## config.mk

```make
export PLATFORM = sky130hd
export DESIGN_NAME = io_ctrl_flat
export DESIGN_NICKNAME = d
export VERILOG_FILES = /design/src/common/mc_pkg.sv /design/src/common/mc_link_if.sv /design/src/verilog/io_ctrl.sv /design/src/flat_wrapper.sv
export VERILOG_INCLUDE_DIRS = /design/src /design/src/common
export SDC_FILE = /design/constraint.sdc
export NUM_CORES = 1
export LEC_CHECK = 0
export BUFFER_PORTS_ARGS = -buffer_cell sky130_fd_sc_hd__buf_2
export CORE_MARGIN = 5
export CORE_UTILIZATION = 53
export CTS_CLUSTER_DIAMETER = 100
export CTS_CLUSTER_SIZE = 30
export DETAILED_ROUTE_END_ITERATION = 12
export MAX_ROUTING_LAYER = met4
export PLACE_DENSITY = 0.81
export SETUP_SLACK_MARGIN = 0.5
export SLEW_MARGIN = 10
export SYNTH_ARGS = -nofsm -noshare
export SYNTH_HDL_FRONTEND = slang
export SYNTH_SLANG_ARGS = --single-unit
```

## constraint.sdc

```tcl
create_clock -name clk_i -period 3.25 [get_ports clk_i]
set_input_delay 0.325 -clock clk_i [delete_from_list [all_inputs] [get_ports clk_i]]
set_output_delay 0.325 -clock clk_i [all_outputs]
set_load 0.02 [all_outputs]
```

## src/common/mc_defines.svh

```systemverilog
`ifndef MC_DEFINES_SVH
`define MC_DEFINES_SVH

// mesh geometry
`define MC_NUM_COLS    2
`define MC_IO_COL      1
`define MC_X_W         1

// packet fields
`define MC_ADDR_W      8
`define MC_DATA_W      32

// loader flow control, counter wide enough to hold MC_CREDITS
`define MC_CREDITS     8
`define MC_CRED_W      4

// run control
`define MC_CNT_W       16
`define MC_MAX_CYCLES  2000
`define MC_FINISH_ADDR 8'hF0
`define MC_FAIL_ADDR   8'hF1

`define MC_MEM_WORDS   256

`endif
```

## src/common/mc_pkg.sv

```systemverilog
`include "mc_defines.svh"

package mc_pkg;

  // packet opcodes on every link
  typedef enum logic [1:0] {
    OP_LOAD  = 2'd0,
    OP_STORE = 2'd1,
    OP_RESP  = 2'd2
  } mc_op_e;

  // x is the destination column of a request, the source column of a response
  typedef struct packed {
    mc_op_e                op;
    logic [`MC_ADDR_W-1:0] addr;
    logic [`MC_DATA_W-1:0] data;
    logic [`MC_X_W-1:0]    x;
  } mc_pkt_s;

  // program loader sequencing
  typedef enum logic [1:0] {
    LD_IDLE = 2'd0,
    LD_SEND = 2'd1,
    LD_DONE = 2'd2
  } ld_state_e;

endpackage

```

## src/common/mc_link_if.sv

```systemverilog
`timescale 1ns/10ps

// valid/ready packet link, a packet moves on an edge with v and ready high
interface mc_link_if import mc_pkg::*; ();

  logic    v;
  logic    ready;
  mc_pkt_s pkt;

  // source holds v and pkt until the transfer
  modport src (
    output v,
    output pkt,
    input  ready
  );

  modport dst (
    input  v,
    input  pkt,
    output ready
  );

endinterface

```

## src/verilog/io_ctrl.sv

```systemverilog
`timescale 1ns/10ps
`include "mc_defines.svh"

module io_ctrl import mc_pkg::*; (
  input  logic                    clk_i,
  input  logic                    rst_n_i,
  input  logic                    start_i,
  input  logic [`MC_DATA_W-1:0]   load_base_i,
  input  logic [`MC_ADDR_W-1:0]   load_count_i,
  input  logic [`MC_NUM_COLS-1:0] col_finish_i,
  input  logic [`MC_NUM_COLS-1:0] col_success_i,
  mc_link_if.src                  ld_o,
  output logic                    load_done_o,
  output logic                    finish_o,
  output logic                    success_o,
  output logic                    timeout_o
);

  ld_state_e             state_q;
  ld_state_e             state_d;
  logic [`MC_ADDR_W-1:0] idx_q;
  logic [`MC_ADDR_W-1:0] count_q;
  logic [`MC_DATA_W-1:0] base_q;
  logic [`MC_CNT_W-1:0]  cyc_q;
  logic                  xfer;
  logic                  last;
  logic                  fin_any;

  assign xfer = ld_o.v && ld_o.ready;
  assign last = (idx_q == count_q - 1'b1);

  always_comb begin
    state_d = state_q;
    case (state_q)
      LD_IDLE: begin
        if (start_i) begin
          state_d = (load_count_i == '0) ? LD_DONE : LD_SEND;
        end
      end
      LD_SEND: begin
        if (xfer && last) begin
          state_d = LD_DONE;
        end
      end
      default: begin
        state_d = state_q;
      end
    endcase
  end

  always_ff @(posedge clk_i or negedge rst_n_i) begin
    if (!rst_n_i) begin
      state_q <= LD_IDLE;
      idx_q   <= '0;
    end else begin
      state_q <= state_d;
      if (state_q == LD_IDLE) begin
        idx_q <= '0;
      end else if (xfer) begin
        idx_q <= idx_q + 1'b1;
      end
    end
  end

  // run parameters captured at start
  always_ff @(posedge clk_i) begin
    if (state_q == LD_IDLE && start_i) begin
      base_q  <= load_base_i;
      count_q <= load_count_i;
    end
  end

  // store k goes to column k mod MC_NUM_COLS
  assign ld_o.v   = (state_q == LD_SEND);
  assign ld_o.pkt = '{op:   OP_STORE,
                      addr: idx_q,
                      data: base_q + `MC_DATA_W'(idx_q),
                      x:    `MC_X_W'(idx_q % `MC_NUM_COLS)};

  assign load_done_o = (state_q == LD_DONE);

  always_ff @(posedge clk_i or negedge rst_n_i) begin
    if (!rst_n_i) begin
      cyc_q <= '0;
    end else if (cyc_q != `MC_CNT_W'(`MC_MAX_CYCLES)) begin
      cyc_q <= cyc_q + 1'b1;
    end
  end

  assign fin_any = |col_finish_i;

  // timeout only if no column flags finish, so the two cannot rise together
  always_ff @(posedge clk_i or negedge rst_n_i) begin
    if (!rst_n_i) begin
      finish_o  <= 1'b0;
      success_o <= 1'b0;
      timeout_o <= 1'b0;
    end else begin
      finish_o  <= finish_o | fin_any;
      success_o <= success_o | (|col_success_i);
      if (cyc_q == `MC_CNT_W'(`MC_MAX_CYCLES) && !finish_o && !fin_any) begin
        timeout_o <= 1'b1;
      end
    end
  end

  a_ld_hold: assert property (@(posedge clk_i) disable iff (!rst_n_i)
    ld_o.v && !ld_o.ready |=> ld_o.v && $stable(ld_o.pkt));

  a_fin_tmo: assert property (@(posedge clk_i) disable iff (!rst_n_i)
    !($rose(timeout_o) && $rose(finish_o)));

endmodule

```

## src/flat_wrapper.sv

```systemverilog
// flat-port wrapper written by rule: the top's interface ports become plain ports
module io_ctrl_flat import mc_pkg::*;
  (clk_i, rst_n_i, start_i, load_base_i, load_count_i, col_finish_i, col_success_i, load_done_o, finish_o, success_o, timeout_o, ld_o_v, ld_o_pkt, ld_o_ready);
  mc_link_if ld_o_i ();
  input  logic clk_i;
  input  logic rst_n_i;
  input  logic start_i;
  input  logic [`MC_DATA_W-1:0] load_base_i;
  input  logic [`MC_ADDR_W-1:0] load_count_i;
  input  logic [`MC_NUM_COLS-1:0] col_finish_i;
  input  logic [`MC_NUM_COLS-1:0] col_success_i;
  output logic load_done_o;
  output logic finish_o;
  output logic success_o;
  output logic timeout_o;
  output wire logic [$bits(ld_o_i.v)-1:0] ld_o_v;
  output wire logic [$bits(ld_o_i.pkt)-1:0] ld_o_pkt;
  input wire logic [$bits(ld_o_i.ready)-1:0] ld_o_ready;
  assign ld_o_v = ld_o_i.v;
  assign ld_o_pkt = ld_o_i.pkt;
  assign ld_o_i.ready = ld_o_ready;
  io_ctrl u_core (.clk_i(clk_i), .rst_n_i(rst_n_i), .start_i(start_i), .load_base_i(load_base_i), .load_count_i(load_count_i), .col_finish_i(col_finish_i), .col_success_i(col_success_i), .ld_o(ld_o_i), .load_done_o(load_done_o), .finish_o(finish_o), .success_o(success_o), .timeout_o(timeout_o));
endmodule
```

## Word-level counts from Yosys, hierarchy flattened

Index checks and enable logic that the tools add are counted.

- Reductions and logical operators: 14
- Eq/ne operators: 7
- Multiplexer cells: 6
- Add/subtract/negate cells: 4
- Bitwise logic cells: 2

Operators by type and width:

| operator | count |
|---|---|
| 32-bit by 8-bit adder with 32-bit output | 1 |
| 16-bit by 1-bit adder with 16-bit output, second input constant | 1 |
| 16-bit by 11-bit == test with 1-bit output, second input constant | 1 |
| 8-bit 2-to-1 mux | 2 |
| 16-bit by 11-bit inequality test with 1-bit output, second input constant | 1 |
| 8-bit by 1-bit adder with 8-bit output, second input constant | 1 |
| 8-bit == test | 1 |
| 8-bit logical NOT | 1 |
| 8-bit by 1-bit subtractor with 8-bit output, second input constant | 1 |
| 2-bit 2-to-1 mux | 3 |
| 1-bit logical AND | 5 |
| 2-bit inequality test, second input constant | 2 |
| 2-bit case mux with 2 select lines | 1 |
| 2-bit nonzero test | 2 |
| 2-bit OR reduction | 2 |
| 3-bit AND reduction | 1 |
| 2-bit by 1-bit == test with 1-bit output, second input constant | 1 |
| 2-bit == test, second input constant | 1 |
| 1-bit logical NOT | 2 |
| 2-bit logical NOT | 1 |
| 1-bit bitwise OR | 2 |

- Output and inout port bits: 48
- Bits in registers: 69
- Logic and storage cells: 41
- Input bits: 48

## Depth between registers and ports, before layout

Gate-level depths: netlist (run 1).

- Word-level depth: 5
- Gate-level depth with buffers: 8
- Depth with buffers taken out: 8

## Least setup slack after synthesis (run 1)

OpenSTA, ideal clock, no wires.

- Path kind: reg-to-output
- Start point: register u_core.idx_q[0]
- End point: output port ld_o_pkt[25]
- Required time: 2.925 ns
- Arrival: 2.575 ns
- Setup slack: 0.350 ns
- Stages on the path, launching flop included: 9
- Buffers on the path: 0
- Cells stage by stage: dfrtp_1 ha_1 inv_1 fa_1 nand2b_1 a211oi_1 o211ai_1 nor3_1 xor2_1

- Longest elaborated chain between the ends: 1

RTL lines:

| element | line | text |
|---|---|---|
| start, declared | io_ctrl.sv:21 | `` logic [`MC_ADDR_W-1:0] idx_q; `` |
| start signal, assigned | io_ctrl.sv:60 | `idx_q <= idx_q + 1'b1;` |
| 32-bit by 8-bit adder with 32-bit output | io_ctrl.sv:77 | `` data: base_q + `MC_DATA_W'(idx_q), `` |
| end, declared | flat_wrapper.sv:17 | `output wire logic [$bits(ld_o_i.pkt)-1:0] ld_o_pkt;` |

Every way passes these cells.

## Worst setup path after layout (run 1)

- Start point: register u_core.base_q[0]
- End point: output port ld_o_pkt[27]

- Longest elaborated chain between the ends: 1

RTL lines:

| element | line | text |
|---|---|---|
| start, declared | io_ctrl.sv:23 | `` logic [`MC_DATA_W-1:0] base_q; `` |
| start signal, assigned | io_ctrl.sv:68 | `base_q <= load_base_i;` |
| 32-bit by 8-bit adder with 32-bit output | io_ctrl.sv:77 |  |

Every way passes these cells.

==> results of run 1 <==
==> cell type report <==
| cell class | instances | area share (%) |
|---|---|---|
| Clock inverter | 6 | 1.829 |
| Multi-Input combinational cell | 237 | 38.66 |
| Tap cell | 96 | 2.508 |
| Clock buffer | 10 | 2.665 |
| Sequential cell | 69 | 40.39 |
| Timing Repair Buffer | 105 | 12.54 |
| Inverter | 18 | 1.411 |
==> worst max-delay path: cells and delay by family (launching register included) <==
kind / cells / cell delay (ns)
buffers and inverters: 3 / 0.42
XOR/XNOR: 1 / 0.18
adder cells (fa/ha/maj): 2 / 0.50
flip-flops: 1 / 0.39
AND/OR/NAND/NOR: 2 / 0.46
AO/OA/AOI/OAI: 2 / 0.38
==> cell families after synthesis <==
kind of cell               count (synthesis)
AOI/OAI and AO/OA                         51
xor gates and xnor gates                  54
adders and majority gates                 13
buffers and inverters                     30
DFF                                       69
muxes                                      6
other                                      2
and+or+nand+nor                          110
==> timing repair <==
item / CTS / global route
cloned: 1 / 1
pin swaps: 6 / 16
setup endpoints to repair: 25 / 25
resized for setup: 34 / 24
buffers inserted: 6 / 5
==> sequential cells by signal, summed over array words and instances (netlist names) <==
name              count
u_core.base_q        32
u_core.cyc_q         16
u_core.count_q        8
u_core.idx_q          8
u_core.state_q        2
u_core.finish_o       1
u_core.success_o      1
u_core.timeout_o      1
==> through the flow <==
step                      instances  power (W)  instance area [um^2]  setup slack [ns]  hold WS [ns]
final                           541   0.002722                  4790            0.2635      0.002156
after floorplan                 335   0.001618                  3721            0.5128       0.02941
after global placement          512   0.001817                  4250            0.4058        0.3867
after detailed placement        512   0.001841                  4250            0.3340        0.3808
after CTS                       535   0.002662                  4633            0.3653      0.008578
after global routing            541   0.002855                  4790            0.1706       0.04537
==> power groups by stage <==
stage               combinational [W]  sequential (W)  clock (W)
floorplan                    0.000498         0.00112          0
global route                 0.000903         0.00114   0.000816
global placement             0.000679         0.00114          0
CTS                          0.000777         0.00112   0.000766
finish                       0.000835         0.00112   0.000763
detailed placement           0.000698         0.00114          0
==> cell usage after synthesis (all sizes together) (2+ instances only) <==
cell type	n
nor2b	3
buf	4
and3	8
nor2	30
edfxtp	40
or4	3
nand4	7
inv	18
a211oi	4
clkbuf	8
nand3	22
a21oi	7
xnor2	40
o21a	3
nand2b	4
mux2i	5
o211ai	3
o31ai	2
nand2	9
o2111ai	8
or3	5
conb	2
nor4	6
dfrtp	29
ha	12
xor2	14
and2	2
a22o	3
and4	3
nor3	5
a21o	2
o21ai	14
==> worst min-delay path by stage <==
stage,start,endpoint,slack (ns),cells past startpoint
3_3_place_gp,rst_n_i,u_core.cyc_q[13],0.39,1
4_1_cts,rst_n_i,u_core.cyc_q[12],0.009,1
6_report,rst_n_i,u_core.cyc_q[12],0.002,1
2_1_floorplan,rst_n_i,u_core.cyc_q[0],0.03,0
5_1_grt,rst_n_i,u_core.finish_o,0.05,1
3_5_place_dp,rst_n_i,u_core.cyc_q[12],0.38,1
==> layer usage <==
layer	GRT usage [%]	vias up	wire [um]
met5	-	-	0
met4	7.581	0	209
met3	5.048	20	522
met2	32.82	118	4333
met1	25.13	1400	3671
li1	-	1430	-
==> summary.md, run 1 <==
| Metric | Value |
|---|---|
| Via count of the first global-routing pass | `2871` |
| Final nets | `501` |
| Post-Synth Adder-Cell Area | `4.581%` |
| Setup TNS | `0 ns` |
| Clk slew on worst S/H paths | `0.07 ns` |
| Critical path's slowest cell | `edfxtp_1` |
| Max Cap Viol | `0` |
| Die height | `93.72 um` |
| Remaining Overflow, GRT | `0` |
| Most frequent cells in the layout | `83 x buf_2, 40 x edfxtp_1, 39 x xnor2_1` |
| Internal reg-to-reg setup slack | `1.02 ns` |
| Top post-synthesis cells by area | `edfxtp_1 32%, dfrtp_1 20%, xnor2_1 9.4%, ha_1 4.0%, xor2_1 3.3%` |
| Worst-Skew Late Latency | `0.34 ns` |
| DRC Markers | `0` |
| Mapped Cells | `335` |
| Die footprint | `0.008783 mm^2` |
| Highest Clock Rate | `0.3348 GHz` |
| CTS sink cnt | `69` |
| Worst-path cell chain | `ha_4, inv_2, fa_2, nand2b_4, a211oi_4, o211ai_1, buf_4, nor4_4, xnor2_1, buf_4` |
| Wire per inst | `16.15 um` |
| Final Cycle Share | `91.89%` |
| Seq/Total Area, Yosys | `51.87%` |
| Final Wtd Congestion | `0.8268` |
| Area share of the largest cell type after synthesis | `32.33%` |
| Final hold vios | `0` |
| CP Class | `flop to primary output` |
| Clock network fraction of total power | `28.0%` |
| Port Buf Inserts | `93` |
| Mux cell area share after synthesis | `1.650%` |
| Unrepaired setup endpoints after global routing | `yes` |
| CP dominant cell by count | `buf_4` |
| Status | `completed` |
| Reg-to-Reg Start | `u_core.count_q[2]` |
| Vias | `2968` |
| Worst r2r path cells | `5` |
| Ratio of cells with drive above 1 in the final layout | `34.83%` |
| Yosys warns | `0` |
| Fill count | `486` |
| ANT nets after route | `0` |
| Critical path fanouts, max | `3` |
| HPWL after detailed placement | `5898 um` |
| Worst setup EP type | `primary output` |
| Critical Path Sink | `ld_o_pkt[27]` |
| Worst-Margin Slew | `0.9800 ns` |
| First-pass GRT wire length | `13610 um` |
| Post-synthesis register bit count | `69` |
| Syn nets | `396` |
| Final Skew | `0.007209 ns` |
| Mapped Area | `0.003715 mm^2` |
| Post-synth EDFFs | `40` |
| CTS Buf Count | `9` |
| Prevailing post-synth register cell | `edfxtp_1` |
| CTS hold repair buffers | `0` |
| Largest net degree at the start of global routing | `43` |
| Initial DRC count | `187` |
| Antenna violations before repair | `0` |
| Startpoint Class | `flop` |
| Biggest cell delay along the critical path | `0.39 ns` |
| Largest family of logic cells by synthesized area | `simple AND/OR/NAND/NOR gates` |
| Most common cell after layout, fill and taps aside | `buf_2` |
| Area grow syn2layout | `28.93%` |
| Htree depth | `3` |
| Gr usage total | `20.44%` |
| Sw power | `0.0009412 W` |
| Worst min path class | `primary input to async pin` |
| Root Buffer | `clkbuf_8` |
| Drt pass-1 iters | `4` |
| Combinational fraction of design power | `30.7%` |
| Fraction of registers with async set/reset | `42.03%` |
| Final setup violation count | `0` |
| CORE AREA | `0.006794 mm^2` |
| CP arrival | `2.66 ns` |
| CTS tree | `done` |
| Synth area leader | `edfxtp_1` |
| Routed wire length | `8736 um` |
| Slew Limit Fails | `0` |
| Fraction of the mapped netlist area in simple logic gates | `15.59%` |
| Int Pwr | `0.001781 W` |
| Pwr/cell area | `568.4 mW/mm^2` |
| Ant. Diodes | `0` |
| CP Data Required Time | `2.92 ns` |
| Mapped Avg Cell Area | `11.09 um^2` |
| Crit path from | `u_core.base_q[0]` |
| Row Count | `30` |
| Register area | `0.001934 mm^2` |
| Pleak | `1.976 nW` |
| Area of the multi-input gates | `0.001852 mm^2` |
| DIE WIDTH | `93.72 um` |
| Maximum vdd drop | `0.0003144 V` |
| Slew HR | `34.67%` |
| Layout Utilization | `70.50%` |
| Clock Tree Buf Depth | `2` |
| Initial Util | `54.68%` |
| Post-synthesis xor/xnor area fraction | `12.73%` |
| Yosys cell types | `45` |
| Sequential share of power | `41.3%` |
| Period minus WS final | `2.986 ns` |
| Synth Area in Compound Gates | `10.00%` |
| Switching part of the total | `34.58%` |
| I/O Pins | `96` |
| Critical R2R Capture | `u_core.state_q[0]` |
| Vias per cell | `5.486` |
No activity file was read; power rests on OpenSTA's default activity.
==> inputs of run 2 (changes only) <==
Settings changed: BUFFER_PORTS_ARGS -buffer_cell sky130_fd_sc_hd__buf_2 to -buffer_cell sky130_fd_sc_hd__buf_4.
==> summary.md, run 2 (synthesis gave the netlist of run 1 again) <==
| Metric | Value |
|---|---|
| Final WS setup | `0.4246 ns (+0.1611 ns)` |
| Most frequent cells in the layout | `101 x buf_4, 40 x xnor2_1, 40 x edfxtp_1` |
| Layout Utilization | `72.84% (+2.3 points)` |
| Critical path's slowest cell | `dfrtp_2` |
| First-pass GRT wire length | `13950 um (+2.5%)` |
| Highest Clock Rate | `0.3539 GHz (+5.7%)` |
| DP Cell Count | `512 (unchanged)` |
| Slew HR | `34.59% (-0.082 points)` |
| Final instance area | `0.004949 mm^2 (+3.3%)` |
| Initial Util | `54.68% (unchanged)` |
| Final nets | `499 (-0.40%)` |
| I/O Pins | `96 (unchanged)` |
| CP arrival | `2.50 ns (-0.16 ns)` |
| Die footprint | `0.008783 mm^2 (unchanged)` |
| Pleak | `2.017 nW (+2.1%)` |
| Row Count | `30 (unchanged)` |
| Die height | `93.72 um (unchanged)` |
| Placed instance area | `0.004483 mm^2 (+5.5%)` |
| DIE WIDTH | `93.72 um (unchanged)` |
| Final Cycle Share | `86.94% (-5.0 points)` |
| Gr usage total | `20.88% (+0.44 points)` |
| Worst-path cell chain | `ha_4, inv_2, fa_2, nand2b_4, a211oi_4, o211ai_1, buf_4, nor2_2, xor2_1, buf_4` |
| Slew Limit Fails | `0 (unchanged)` |
| Final hold vios | `0 (unchanged)` |
| Drt pass-1 iters | `5 (+1)` |
| Setup Slack @ Placement | `0.3285 ns (-0.005542 ns)` |
| CTS sink cnt | `69 (unchanged)` |
| ANT nets after route | `0 (unchanged)` |
| Unrepaired setup endpoints after global routing | `yes` |
| Biggest cell delay along the critical path | `0.40 ns (about the same)` |
| Vias | `2987 (+0.64%)` |
| CP Class | `flop to primary output` |
| Largest net degree at the start of global routing | `43 (unchanged)` |
| Ratio of cells with drive above 1 in the final layout | `34.09% (-0.75 points)` |
| Most common cell after layout, fill and taps aside | `buf_4` |
| Worst min path class | `primary input to flop` |
| CP Data Required Time | `2.92 ns (about the same)` |
| Setup TNS | `0 ns (unchanged)` |
| Via count of the first global-routing pass | `2948 (+2.7%)` |
| HPWL after detailed placement | `6189 um (+4.9%)` |
| Worst-Margin Slew | `0.9812 ns (+0.001225 ns)` |
| Final Wtd Congestion | `0.8428 (+1.9%)` |
| Remaining Overflow, GRT | `0 (unchanged)` |
| Initial DRC count | `193 (+3.2%)` |
| Port Buf Inserts | `93 (unchanged)` |
| Worst setup EP type | `primary output` |
| Startpoint Class | `flop` |
| Largest reg by FF count | `u_core.base_q` |
| Root Buffer | `clkbuf_8` |
| Final setup violation count | `0 (unchanged)` |
| Maximum vdd drop | `0.0002561 V (-19%)` |
| Worst-Skew Late Latency | `0.35 ns (about the same)` |
| Critical path fanouts, max | `5 (+2)` |
| CP dominant cell by count | `buf_4` |
| Status | `completed` |
| Vias per cell | `5.542 (+1.0%)` |
| Wire per inst | `16.79 um (+4.0%)` |
| CORE AREA | `0.006794 mm^2 (unchanged)` |
| Max reg flops | `32 (unchanged)` |
| CTS tree | `done` |
| Clock Tree Buf Depth | `2 (unchanged)` |
| CTS Buf Count | `9 (unchanged)` |
| Pwr/cell area | `570.1 mW/mm^2 (+0.31%)` |
| Htree depth | `3 (unchanged)` |
| Area grow syn2layout | `33.21%` |
| Final Instance Count excl. Fillers | `539 (-0.37%)` |
| Period minus WS final | `2.825 ns (-0.1611 ns)` |
| Antenna violations before repair | `0 (unchanged)` |
| Biggest regs | `u_core.base_q: 32 flops, u_core.cyc_q: 16 flops` |
| Max Cap Viol | `0 (unchanged)` |
| Final Skew | `0.01183 ns (+0.004619 ns)` |
| Ant. Diodes | `0 (unchanged)` |
| DRC Markers | `0 (unchanged)` |
| Clk slew on worst S/H paths | `0.08 ns (about the same)` |
| Routed wire length | `9052 um (+3.6%)` |
-- run 2: changes by cell type in the layout (fill, tap and decap cells not counted), moves of 2 or more --
cell	before	now
buf_6	2	0
buf_2	83	1
nor2_2	3	5
ha_4	3	6
nor2_1	22	25
clkinv_2	0	2
ha_1	8	5
buf_4	19	101
nor2_4	5	0
-- run 2: cell type report --
cell class,instances,area (um^2)
Sequential cell,69,1934
Fill cell,460,1846
Multi-Input combinational cell,237,1839
Timing Repair Buffer,103,773.2
Clock buffer,9,123.9
Tap cell,96,120.1
Clock inverter,7,90.09
Inverter,18,67.56
-- run 2: repair_timing --
action / 4_1_cts / 5_1_grt
resized for setup: 21 / 17
buffers inserted: 5 / 3
pin swaps: 7 / 6
endpoints found under the setup margin: 25 / 24
hold buffers: 1 / 0
cloned: 1 / 1
endpoints found under the hold margin: 29 / 0
-- run 2: power by group --
part | internal (W) | total, W | switching (W)
clock | 0.000428 | 0.000760 | 0.000333
combinational | 0.000427 | 0.000936 | 0.000509
sequential | 0.00101 | 0.00112 | 0.000114
total | 0.00187 | 0.00282 | 0.000956
-- run 2: worst max-delay path: cells and delay by family (launching register included) --
kind	cells	cell delay, ns
AO/OA/AOI/OAI	2	0.41
flip-flops	1	0.40
XOR/XNOR	1	0.18
buffers and inverters	3	0.42
AND/OR/NAND/NOR	2	0.25
adder cells (fa/ha/maj)	2	0.48
-- run 2: through the flow --
stage / hold WS (ns) / total power [W]
after floorplan: 0.02941 / 0.001618
after global placement: 0.2666 / 0.001902
after detailed placement: 0.2682 / 0.001930
after CTS: 0.1366 / 0.002758
after global routing: 0.1383 / 0.002951
final: 0.1461 / 0.002821
-- run 2: per-layer routing --
metal	routed length [um]	part of all wire (%)	GRT usage [%]	vias up
li1	-	-	-	1423
met1	3552	39	24.66	1432
met2	4665	52	34.65	108
met3	556	6.1	4.167	24
met4	278	3.1	9.266	0
met5	0	0	-	-
-- run 2: final timing paths --
path	from	end	slack (ns)	cells after the start
max reg2reg	u_core.count_q[0]	u_core.state_q[0]	0.99	5
min	load_base_i[18]	u_core.base_q[18]	0.15	1
min reg2reg	u_core.cyc_q[8]	u_core.cyc_q[8]	0.47	1
min in group asynchronous	rst_n_i	u_core.cyc_q[12]	0.43	2
max in group asynchronous	rst_n_i	u_core.idx_q[6]	2.52	2
max	u_core.idx_q[0]	ld_o_pkt[19]	0.42	10
